===== config.mk =====
export PLATFORM = sky130hd
export DESIGN_NAME = cps2_main_bus
export DESIGN_NICKNAME = d
export VERILOG_FILES = /design/src/hdl/cps2_pkg.sv /design/src/hdl/mem_req_if.sv /design/src/hdl/bus_decode.sv /design/src/hdl/io_regs.sv /design/src/hdl/mem_arbiter.sv /design/src/hdl/obj_dma.sv /design/src/hdl/cps2_main_bus.sv
export SDC_FILE = /design/constraint.sdc
export NUM_CORES = 1
export LEC_CHECK = 0
export BUFFER_PORTS_ARGS = -buffer_cell sky130_fd_sc_hd__buf_2
export CAP_MARGIN = 20
export CORE_MARGIN = 4
export CORE_UTILIZATION = 50
export DETAILED_ROUTE_END_ITERATION = 12
export PLACE_DENSITY = 0.79
export SYNTH_ARGS = -nofsm -noshare
export SYNTH_HDL_FRONTEND = slang
export SYNTH_HIERARCHICAL = 1
export SYNTH_SLANG_ARGS = --single-unit
export TNS_END_PERCENT = 20

===== constraint.sdc =====
create_clock -name clk -period 2.5 [get_ports clk]
set_input_delay 0.125 -clock clk [delete_from_list [all_inputs] [get_ports clk]]
set_output_delay 0.125 -clock clk [all_outputs]
set_load 0.05 [all_outputs]

===== src/hdl/cps2_pkg.sv =====
/* Shared types, memory map and object table sizes of the main CPU bus block.
   RTL and bench files refer to these by scoped names */
package cps2_pkg;

    typedef logic [23:1] cpu_addr_t; // 68000 word address
    typedef logic [15:0] word_t;
    typedef logic [20:0] mem_addr_t; // Word address inside one region
    typedef logic [1:0]  be_t;       // Bit 1 upper byte, bit 0 lower byte

    typedef enum logic [2:0] {
        REG_ROM,
        REG_RAM,
        REG_VRAM,
        REG_ORAM,
        REG_IO,
        REG_NONE
    } region_e;

    typedef enum logic {
        JOY_4BUT, // Four players, four buttons
        JOY_6BUT  // Two players, six buttons
    } joymode_e;

    // Region decode on the top address bits
    localparam logic [1:0] ROM_TOP   = 2'b00;      // A[23:22]
    localparam logic [7:0] RAM_TOP   = 8'hff;      // A[23:16]
    localparam logic [5:0] VRAM_TOP  = 6'b100100;  // A[23:18]
    localparam logic [1:0] VRAM_HOLE = 2'b11;      // A[17:16], not mapped
    localparam logic [3:0] ORAM_TOP  = 4'h7;       // A[23:20]
    localparam logic [4:0] IO_TOP    = 5'b10000;   // A[23:19]

    // Object RAM word address width, the top bit selects the bank
    localparam int ORAM_AW = 13;

    // Byte offsets inside the I/O window
    localparam logic [8:0] IO_IN0   = 9'h000;
    localparam logic [8:0] IO_IN1   = 9'h010;
    localparam logic [8:0] IO_IN2   = 9'h020;
    localparam logic [8:0] IO_OUT   = 9'h040;
    localparam logic [8:0] IO_OBANK = 9'h0e0; // Object base sits 2 bytes above

    // Object table
    localparam int OBJ_WORDS = 16;
    localparam int OBJ_AW    = 4;

endpackage


===== src/hdl/mem_req_if.sv =====
/* Request from one peer to the shared memory port. Fields stay stable
   while req is high, done pulses for one cycle with rdata valid */
interface mem_req_if;

    logic                req;
    cps2_pkg::region_e   region;
    cps2_pkg::mem_addr_t addr;
    logic                we;
    cps2_pkg::be_t       be;
    cps2_pkg::word_t     wdata;
    cps2_pkg::word_t     rdata;
    logic                done;

    modport requester (
        output req, region, addr, we, be, wdata,
        input  rdata, done
    );

    modport arbiter (
        input  req, region, addr, we, be, wdata,
        output rdata, done
    );

endinterface


===== src/hdl/bus_decode.sv =====
/* CPU address strobe decoder. Latches each bus cycle once and turns it into
   a memory request or an I/O select */
module bus_decode (
    input  logic                clk,
    input  logic                rst,
    input  logic                as_n,
    input  logic                uds_n,
    input  logic                lds_n,
    input  logic                rnw,
    input  cps2_pkg::cpu_addr_t cpu_addr,
    input  cps2_pkg::word_t     cpu_dout,
    mem_req_if.requester        cpu_req,
    output logic                io_sel,
    output cps2_pkg::cpu_addr_t io_addr,
    output cps2_pkg::be_t       io_be,
    output logic                io_wr,
    input  logic                cycle_end
);

    cps2_pkg::region_e   region;   // From the live address
    cps2_pkg::region_e   region_q;
    logic                latched;  // Bus cycle already taken
    cps2_pkg::cpu_addr_t addr_q;
    cps2_pkg::be_t       be_q;
    logic                we_q;
    cps2_pkg::word_t     wdata_q;

    always_comb begin
        if (cpu_addr[23:22] == cps2_pkg::ROM_TOP) begin
            region = cps2_pkg::REG_ROM;
        end else if (cpu_addr[23:16] == cps2_pkg::RAM_TOP) begin
            region = cps2_pkg::REG_RAM;
        end else if (cpu_addr[23:18] == cps2_pkg::VRAM_TOP &&
                     cpu_addr[17:16] != cps2_pkg::VRAM_HOLE) begin
            region = cps2_pkg::REG_VRAM;
        end else if (cpu_addr[23:20] == cps2_pkg::ORAM_TOP) begin
            region = cps2_pkg::REG_ORAM;
        end else if (cpu_addr[23:19] == cps2_pkg::IO_TOP) begin
            region = cps2_pkg::REG_IO;
        end else begin
            region = cps2_pkg::REG_NONE; // Includes the VRAM hole
        end
    end

    always_ff @(posedge clk or posedge rst) begin
        if (rst) begin
            latched     <= 1'b0;
            region_q    <= cps2_pkg::REG_NONE;
            cpu_req.req <= 1'b0;
            io_sel      <= 1'b0;
        end else if (as_n) begin
            latched     <= 1'b0;
            cpu_req.req <= 1'b0;
            io_sel      <= 1'b0;
        end else begin
            if (!latched) begin
                latched     <= 1'b1;
                region_q    <= region;
                // Unmapped cycles go to the arbiter as well, it answers them itself
                cpu_req.req <= region != cps2_pkg::REG_IO;
                io_sel      <= region == cps2_pkg::REG_IO;
            end
            if (cpu_req.done) cpu_req.req <= 1'b0;
            if (cycle_end) io_sel <= 1'b0;
        end
    end

    always_ff @(posedge clk) begin
        if (!as_n && !latched) begin
            addr_q  <= cpu_addr;
            be_q    <= {~uds_n, ~lds_n};
            we_q    <= ~rnw;
            wdata_q <= cpu_dout;
        end
    end

    always_comb begin
        case (region_q)
            cps2_pkg::REG_ROM:  cpu_req.addr = cps2_pkg::mem_addr_t'(addr_q[21:1]);
            cps2_pkg::REG_RAM:  cpu_req.addr = cps2_pkg::mem_addr_t'(addr_q[15:1]);
            cps2_pkg::REG_VRAM: cpu_req.addr = cps2_pkg::mem_addr_t'(addr_q[17:1]);
            cps2_pkg::REG_ORAM: cpu_req.addr = cps2_pkg::mem_addr_t'(addr_q[cps2_pkg::ORAM_AW:1]);
            default:            cpu_req.addr = '0;
        endcase
    end

    assign cpu_req.region = region_q;
    assign cpu_req.we     = we_q;
    assign cpu_req.be     = be_q;
    assign cpu_req.wdata  = wdata_q;
    assign io_addr        = addr_q;
    assign io_be          = be_q;
    assign io_wr          = we_q;

endmodule


===== src/hdl/io_regs.sv =====
/* Cabinet I/O window. Builds the input words, holds the EEPROM, sound reset
   and object registers, and answers I/O reads one cycle after the select */
module io_regs (
    input  logic                clk,
    input  logic                rst,
    input  logic                io_sel,
    input  cps2_pkg::cpu_addr_t io_addr,
    input  cps2_pkg::be_t       io_be,
    input  logic                io_wr,
    input  cps2_pkg::word_t     cpu_dout,
    input  cps2_pkg::joymode_e  joymode,
    input  logic [9:0]          joystick1,
    input  logic [9:0]          joystick2,
    input  logic [9:0]          joystick3,
    input  logic [9:0]          joystick4,
    input  logic [3:0]          start_button,
    input  logic [3:0]          coin_input,
    input  logic                service,
    input  logic                dip_test,
    input  logic                eeprom_sdo,
    output cps2_pkg::word_t     io_rdata,
    output logic                io_done,
    output logic                eeprom_sclk,
    output logic                eeprom_sdi,
    output logic                eeprom_scs,
    output logic                z80_rstn,
    output logic                obank,
    output cps2_pkg::word_t     oram_base,
    output logic                obj_start
);

    cps2_pkg::word_t in0, in1, in2;
    logic [8:0]      off;      // Byte offset in the window
    logic            io_sel_q;
    logic            wr_en;

    assign off   = {io_addr[8:1], 1'b0};
    assign wr_en = io_sel && io_wr && io_done; // Lands with dtack_n

    always_comb begin
        in0 = {joystick2[7:0], joystick1[7:0]};
        in1 = {joystick4[7:0], joystick3[7:0]};
        if (joymode == cps2_pkg::JOY_6BUT) begin
            in1      = 16'hffff; // Extra buttons only
            in1[2:0] = joystick1[9:7];
            in1[5:4] = joystick2[8:7];
        end
        in2 = {coin_input, start_button, 5'b11111, service, dip_test, eeprom_sdo};
    end

    always_ff @(posedge clk) begin
        if (off == cps2_pkg::IO_IN0)      io_rdata <= in0;
        else if (off == cps2_pkg::IO_IN1) io_rdata <= in1;
        else if (off == cps2_pkg::IO_IN2) io_rdata <= in2;
        else                              io_rdata <= 16'hffff;
    end

    always_ff @(posedge clk or posedge rst) begin
        if (rst) begin
            io_sel_q    <= 1'b0;
            io_done     <= 1'b0;
            eeprom_sclk <= 1'b0;
            eeprom_sdi  <= 1'b0;
            eeprom_scs  <= 1'b0;
            z80_rstn    <= 1'b0;
            obank       <= 1'b0;
            oram_base   <= '0;
            obj_start   <= 1'b0;
        end else begin
            io_sel_q  <= io_sel;
            io_done   <= io_sel && !io_sel_q;
            obj_start <= 1'b0;
            if (wr_en && off == cps2_pkg::IO_OUT) begin
                if (io_be[1]) begin
                    eeprom_sdi  <= cpu_dout[12];
                    eeprom_sclk <= cpu_dout[13];
                    eeprom_scs  <= cpu_dout[14];
                end
                if (io_be[0]) z80_rstn <= cpu_dout[3];
            end
            if (wr_en && off == cps2_pkg::IO_OBANK && io_be[0]) begin
                obank     <= cpu_dout[0];
                obj_start <= 1'b1; // Kicks off the table copy
            end
            if (wr_en && off == cps2_pkg::IO_OBANK + 9'd2) begin
                if (io_be[1]) oram_base[15:8] <= cpu_dout[15:8];
                if (io_be[0]) oram_base[7:0]  <= cpu_dout[7:0];
            end
        end
    end

endmodule


===== src/hdl/mem_arbiter.sv =====
/* Shares the external memory port between the CPU and the object DMA.
   Also closes every CPU bus cycle with cpu_din and dtack_n */
module mem_arbiter (
    input  logic                clk,
    input  logic                rst,
    mem_req_if.arbiter          cpu_req,
    mem_req_if.arbiter          dma_req,
    input  logic                io_sel,
    input  logic                io_done,
    input  cps2_pkg::word_t     io_rdata,
    input  logic                as_n,
    output logic                mem_cs,
    output cps2_pkg::region_e   mem_region,
    output cps2_pkg::mem_addr_t mem_addr,
    output logic                mem_we,
    output cps2_pkg::be_t       mem_be,
    output cps2_pkg::word_t     mem_wdata,
    input  cps2_pkg::word_t     mem_data,
    input  logic                mem_ok,
    output cps2_pkg::word_t     cpu_din,
    output logic                dtack_n,
    output logic                cycle_end
);

    typedef enum logic [1:0] {IDLE, CPU_ACC, DMA_ACC, ACK} state_e;

    state_e state;
    logic   cpu_none; // Unmapped, answered without the memory
    logic   cpu_done;
    logic   cpu_fin;  // Any CPU cycle finishing

    assign cpu_none = cpu_req.region == cps2_pkg::REG_NONE;
    assign cpu_done = state == CPU_ACC && (cpu_none || mem_ok);
    assign cpu_fin  = cpu_done || (io_sel && io_done);

    assign cpu_req.done  = cpu_done;
    assign cpu_req.rdata = mem_data;
    assign dma_req.done  = state == DMA_ACC && mem_ok;
    assign dma_req.rdata = mem_data;

    // Port follows the granted peer
    assign mem_cs     = (state == CPU_ACC && !cpu_none) || state == DMA_ACC;
    assign mem_region = (state == DMA_ACC) ? dma_req.region : cpu_req.region;
    assign mem_addr   = (state == DMA_ACC) ? dma_req.addr   : cpu_req.addr;
    assign mem_we     = (state == DMA_ACC) ? dma_req.we     : cpu_req.we;
    assign mem_be     = (state == DMA_ACC) ? dma_req.be     : cpu_req.be;
    assign mem_wdata  = (state == DMA_ACC) ? dma_req.wdata  : cpu_req.wdata;

    always_ff @(posedge clk or posedge rst) begin
        if (rst) begin
            state <= IDLE;
        end else begin
            case (state)
                IDLE: begin
                    if (cpu_req.req)      state <= CPU_ACC; // CPU wins ties
                    else if (dma_req.req) state <= DMA_ACC;
                end
                CPU_ACC: if (cpu_done) state <= ACK;
                DMA_ACC: if (mem_ok) state <= IDLE;
                ACK:     if (as_n) state <= IDLE; // Hold until the CPU lets go
                default: state <= IDLE;
            endcase
        end
    end

    always_ff @(posedge clk or posedge rst) begin
        if (rst) begin
            dtack_n   <= 1'b1;
            cycle_end <= 1'b0;
        end else begin
            cycle_end <= cpu_fin;
            if (cpu_fin)   dtack_n <= 1'b0;
            else if (as_n) dtack_n <= 1'b1;
        end
    end

    always_ff @(posedge clk) begin
        if (io_sel && io_done) cpu_din <= io_rdata;
        else if (cpu_done)     cpu_din <= cpu_none ? 16'hffff : mem_data;
    end

endmodule


===== src/hdl/obj_dma.sv =====
/* Object table copy engine. A bank write starts a read of OBJ_WORDS words
   from object RAM, one request in flight, streamed out with their index */
module obj_dma (
    input  logic                          clk,
    input  logic                          rst,
    input  logic                          obj_start,
    input  logic                          obank,
    mem_req_if.requester                  dma_req,
    output cps2_pkg::word_t               obj_data,
    output logic [cps2_pkg::OBJ_AW-1:0]   obj_index,
    output logic                          obj_valid
);

    localparam int PAD = cps2_pkg::ORAM_AW - 1 - cps2_pkg::OBJ_AW;

    logic                        active; // Copy running
    logic                        bank;
    logic [cps2_pkg::OBJ_AW-1:0] idx;

    always_ff @(posedge clk or posedge rst) begin
        if (rst) begin
            active      <= 1'b0;
            bank        <= 1'b0;
            idx         <= '0;
            dma_req.req <= 1'b0;
            obj_valid   <= 1'b0;
        end else begin
            obj_valid <= dma_req.done;
            if (!active) begin
                if (obj_start) begin // Ignored while a copy runs
                    active      <= 1'b1;
                    bank        <= obank;
                    idx         <= '0;
                    dma_req.req <= 1'b1;
                end
            end else if (dma_req.done) begin
                dma_req.req <= 1'b0;
                if (idx == cps2_pkg::OBJ_AW'(cps2_pkg::OBJ_WORDS - 1)) active <= 1'b0;
                else idx <= idx + 1'b1;
            end else if (!dma_req.req) begin
                dma_req.req <= 1'b1; // Next word
            end
        end
    end

    always_ff @(posedge clk) begin
        if (dma_req.done) begin
            obj_data  <= dma_req.rdata;
            obj_index <= idx;
        end
    end

    assign dma_req.region = cps2_pkg::REG_ORAM;
    assign dma_req.addr   = cps2_pkg::mem_addr_t'({bank, {PAD{1'b0}}, idx});
    assign dma_req.we     = 1'b0;
    assign dma_req.be     = 2'b11;
    assign dma_req.wdata  = '0;

endmodule


===== src/hdl/cps2_main_bus.sv =====
/* Main CPU bus block top. The CPU bus, cabinet pins, shared memory port
   and object stream are plain ports */
module cps2_main_bus (
    input  logic                          clk,
    input  logic                          rst,
    input  logic                          as_n,
    input  logic                          uds_n,
    input  logic                          lds_n,
    input  logic                          rnw,
    input  cps2_pkg::cpu_addr_t           cpu_addr,
    input  cps2_pkg::word_t               cpu_dout,
    output cps2_pkg::word_t               cpu_din,
    output logic                          dtack_n,
    input  cps2_pkg::joymode_e            joymode,
    input  logic [9:0]                    joystick1,
    input  logic [9:0]                    joystick2,
    input  logic [9:0]                    joystick3,
    input  logic [9:0]                    joystick4,
    input  logic [3:0]                    start_button,
    input  logic [3:0]                    coin_input,
    input  logic                          service,
    input  logic                          dip_test,
    input  logic                          eeprom_sdo,
    output logic                          eeprom_sclk,
    output logic                          eeprom_sdi,
    output logic                          eeprom_scs,
    output logic                          z80_rstn,
    output logic                          obank,
    output cps2_pkg::word_t               oram_base,
    output logic                          mem_cs,
    output cps2_pkg::region_e             mem_region,
    output cps2_pkg::mem_addr_t           mem_addr,
    output logic                          mem_we,
    output cps2_pkg::be_t                 mem_be,
    output cps2_pkg::word_t               mem_wdata,
    input  cps2_pkg::word_t               mem_data,
    input  logic                          mem_ok,
    output cps2_pkg::word_t               obj_data,
    output logic [cps2_pkg::OBJ_AW-1:0]   obj_index,
    output logic                          obj_valid
);

    logic                io_sel;
    cps2_pkg::cpu_addr_t io_addr;
    cps2_pkg::be_t       io_be;
    logic                io_wr;
    cps2_pkg::word_t     io_rdata;
    logic                io_done;
    logic                cycle_end;
    logic                obj_start;

    mem_req_if cpu_req ();
    mem_req_if dma_req ();

    bus_decode bus_decode_inst (
        .clk, .rst, .as_n, .uds_n, .lds_n, .rnw, .cpu_addr, .cpu_dout,
        .cpu_req, .io_sel, .io_addr, .io_be, .io_wr, .cycle_end
    );

    io_regs io_regs_inst (
        .clk, .rst, .io_sel, .io_addr, .io_be, .io_wr, .cpu_dout, .joymode,
        .joystick1, .joystick2, .joystick3, .joystick4, .start_button, .coin_input,
        .service, .dip_test, .eeprom_sdo, .io_rdata, .io_done, .eeprom_sclk,
        .eeprom_sdi, .eeprom_scs, .z80_rstn, .obank, .oram_base, .obj_start
    );

    mem_arbiter mem_arbiter_inst (
        .clk, .rst, .cpu_req, .dma_req, .io_sel, .io_done, .io_rdata, .as_n,
        .mem_cs, .mem_region, .mem_addr, .mem_we, .mem_be, .mem_wdata,
        .mem_data, .mem_ok, .cpu_din, .dtack_n, .cycle_end
    );

    obj_dma obj_dma_inst (
        .clk, .rst, .obj_start, .obank, .dma_req, .obj_data, .obj_index, .obj_valid
    );

endmodule


==> metrics.cfg <==
[run]
cap_violations=0

[floorplanning]
core_sq_mm=0.01257
die_x_microns=121.0
rows=41
start_util_pct=50.81
dieHeight_microns=121.0
die_area_sq_mm=0.01464
io_pins=217

[sta]
relSlewSlack_pct=35.90
drv_slew=0
hold_viol=0
period_share_pct=100.5
setup_tns_ps=-13.23
worst_slack_ps=-13.23
setup_violations=1
period_needed_ps=2513
worst_pin_slew_ps=960.4
clock.fmax_mhz=397.9
rsz0062_at_grt=true
clock_skew_ps=15.07

[clocking]
clk_pin_slew_ps=60
cts.root.buffer_cell=clkbuf_16
clkSinkCount=134
clk_latency_ps=430
htreeDepth=4
cts_tree=yes
cts_buffers=17
clockBufferDepth=2

[route]
drc=0
wl_per_cell_microns=18.93
drtIter0Drc=365
dr.pass1.iters=6
totalWireLength_microns=17530
routed_via_density=5.262
vias=4873
ant_nets=0

[critical_path]
rr_worst_depth=4
crit_fanout=11
path_class=register to register
cp_cell_sequence=or4_4 -> a2111oi_1 -> o2bb2ai_1 -> dlygate4sd3_1
worst-path-buf-inv=1
cp-startpoint=bus_decode_inst/io_addr[1]
cpPeakStageDelay_ps=680
path_delay_family=simple AND/OR/NAND/NOR gates
required_ps=2800
start_kind=register
r2r_start=bus_decode_inst/io_addr[1]
regToRegSetupSlack_ps=-10
worstSetupEndpointType=register
slowest_stage=or4_4
r2r_end=io_regs_inst/io_rdata[9]
critPathArrivalTime_ps=2820

[run_status]
violations=negative setup slack
outcome=finished with violations

[power]
p_int_mw=5.160
p_comb_share_pct=36.5
totalPowerFinal_mw=8.271
p_sw_mw=3.110
power.share.switching_pct=37.61
p_leak_nw=3.774
p_seq_share_pct=33.7
pwr-share-clk_pct=29.8
vdd_drop_max_mv=0.5885
power_density_mw_per_mm2=946.5

[synthesis]
yosys_warnings=6
syn_avg_cell_area_sq_um=14.00
syn_area_sq_mm=0.006386
netlist_instances=456

[hold_path]
hp-class=primary input to register
whs_path_depth=3
hold_start=joystick4[3]
whs_endpoint=io_regs_inst/io_rdata[11]

[global_route]
grt_pass1_wl_microns=26420
grt_max_degree=37
grt_overflow_total=0
antenna_found_initial=2
grtUsageTotal_pct=24.06
grt_pass1_vias=5213

[place]
placed_area_sq_mm=0.007301
io_buffers=211
dp_hpwl_microns=11260
dp_cells=808
globalplace.congestion=0.8212

[final_layout]
area_growth_pct=36.83
nNetsFinal=854
final_util_pct=69.53
drive_above_1_share_pct=45.08
fin_cells=926
fillers=820
postLayoutCellArea_sq_mm=0.008738

-- through the flow --
| stage | setup slack [ps] | hold WS, ps |
|---|---|---|
| 2_1_floorplan | 272.7 | -109.6 |
| 3_3_place_gp | 574.0 | 48.39 |
| 3_5_place_dp | 496.0 | 59.33 |
| 4_1_cts | 24.53 | 13.32 |
| 5_1_grt | -27.80 | 38.44 |
| 6_report | -13.23 | 37.18 |
-- tightest hold or removal path: stages --
cell	delay, ps
buf_2	90
nor4_1	40
o2bb2ai_1	160
-- cell usage in the layout (no fill, tap or decap), types with 9 or more instances in the layout --
cell           count
buf_2            211
dlygate4sd3_1     83
edfxtp_1          76
dfrtp_1           39
mux2_4            38
conb_1            38
mux2_2            30
clkbuf_16         19
o22a_1            19
dfxtp_1           16
nor2b_1           14
inv_1             13
nor3_1            10
o2bb2ai_1          9
-- timing repair --
action,CTS,global route
resized for setup,0,1
setup buffers,0,1
endpoints found under the setup margin,0,8
hold endpoints to repair,148,0
hold buffers,83,0
-- worst max path at each step --
stage	end	slack (ps)	cells past startpoint
after global routing	io_regs_inst/io_rdata[13]	-30	4
after detailed placement	obj_dma_inst/idx[3]	500	6
after CTS	io_regs_inst/io_rdata[3]	20	4
after floorplan	bus_decode_inst/cpu_req.region[2]	270	4
after global placement	io_regs_inst/oram_base[10]	570	3
final	io_regs_inst/io_rdata[9]	-10	4
-- power by group through the flow --
| stage | Sequential, mW | Clock (mW) | Combinational [mW] |
|---|---|---|---|
| after floorplan | 3.24 | 0 | 2.01 |
| after global placement | 2.80 | 0 | 2.87 |
| after detailed placement | 2.82 | 0 | 2.91 |
| after CTS | 2.78 | 2.50 | 3.02 |
| after global routing | 2.81 | 2.59 | 3.16 |
| final | 2.79 | 2.46 | 3.02 |
-- registers in the layout (all words and copies together) (netlist names), 2 cells and up --
register,count
bus_decode_inst/cpu_req.be,2
bus_decode_inst/cpu_req.wdata,16
obj_dma_inst/obj_index,4
obj_dma_inst/obj_data,16
obj_dma_inst/idx,4
mem_arbiter_inst/state,2
mem_arbiter_inst/cpu_din,16
bus_decode_inst/io_addr,21
io_regs_inst/oram_base,16
bus_decode_inst/cpu_req.region,3
io_regs_inst/io_rdata,16
-- per-layer routing --
metal | vias up | GRT usage, % | share of wire (%)
met4 | 0 | 13.24 | 4.1
met5 | - | 0 | 0
met2 | 269 | 42.20 | 51
li1 | 2183 | - | -
met3 | 55 | 7.832 | 8.0
met1 | 2366 | 25.43 | 36
-- cell type report --
cell class                 count  area, sq um  share of cell area [%]
clock buffer                  25        528.0                   6.042
sequential                   134         3657                   41.85
timing repair buffer         304         1987                   22.74
multi-input combinational    267         2225                   25.46
antenna                        2        5.005                 0.05727
inverter                      15        56.30                  0.6443
tap                          172        215.2                   2.463
clock inverter                 7        65.06                  0.7446
(Power assumes the default switching activity.)
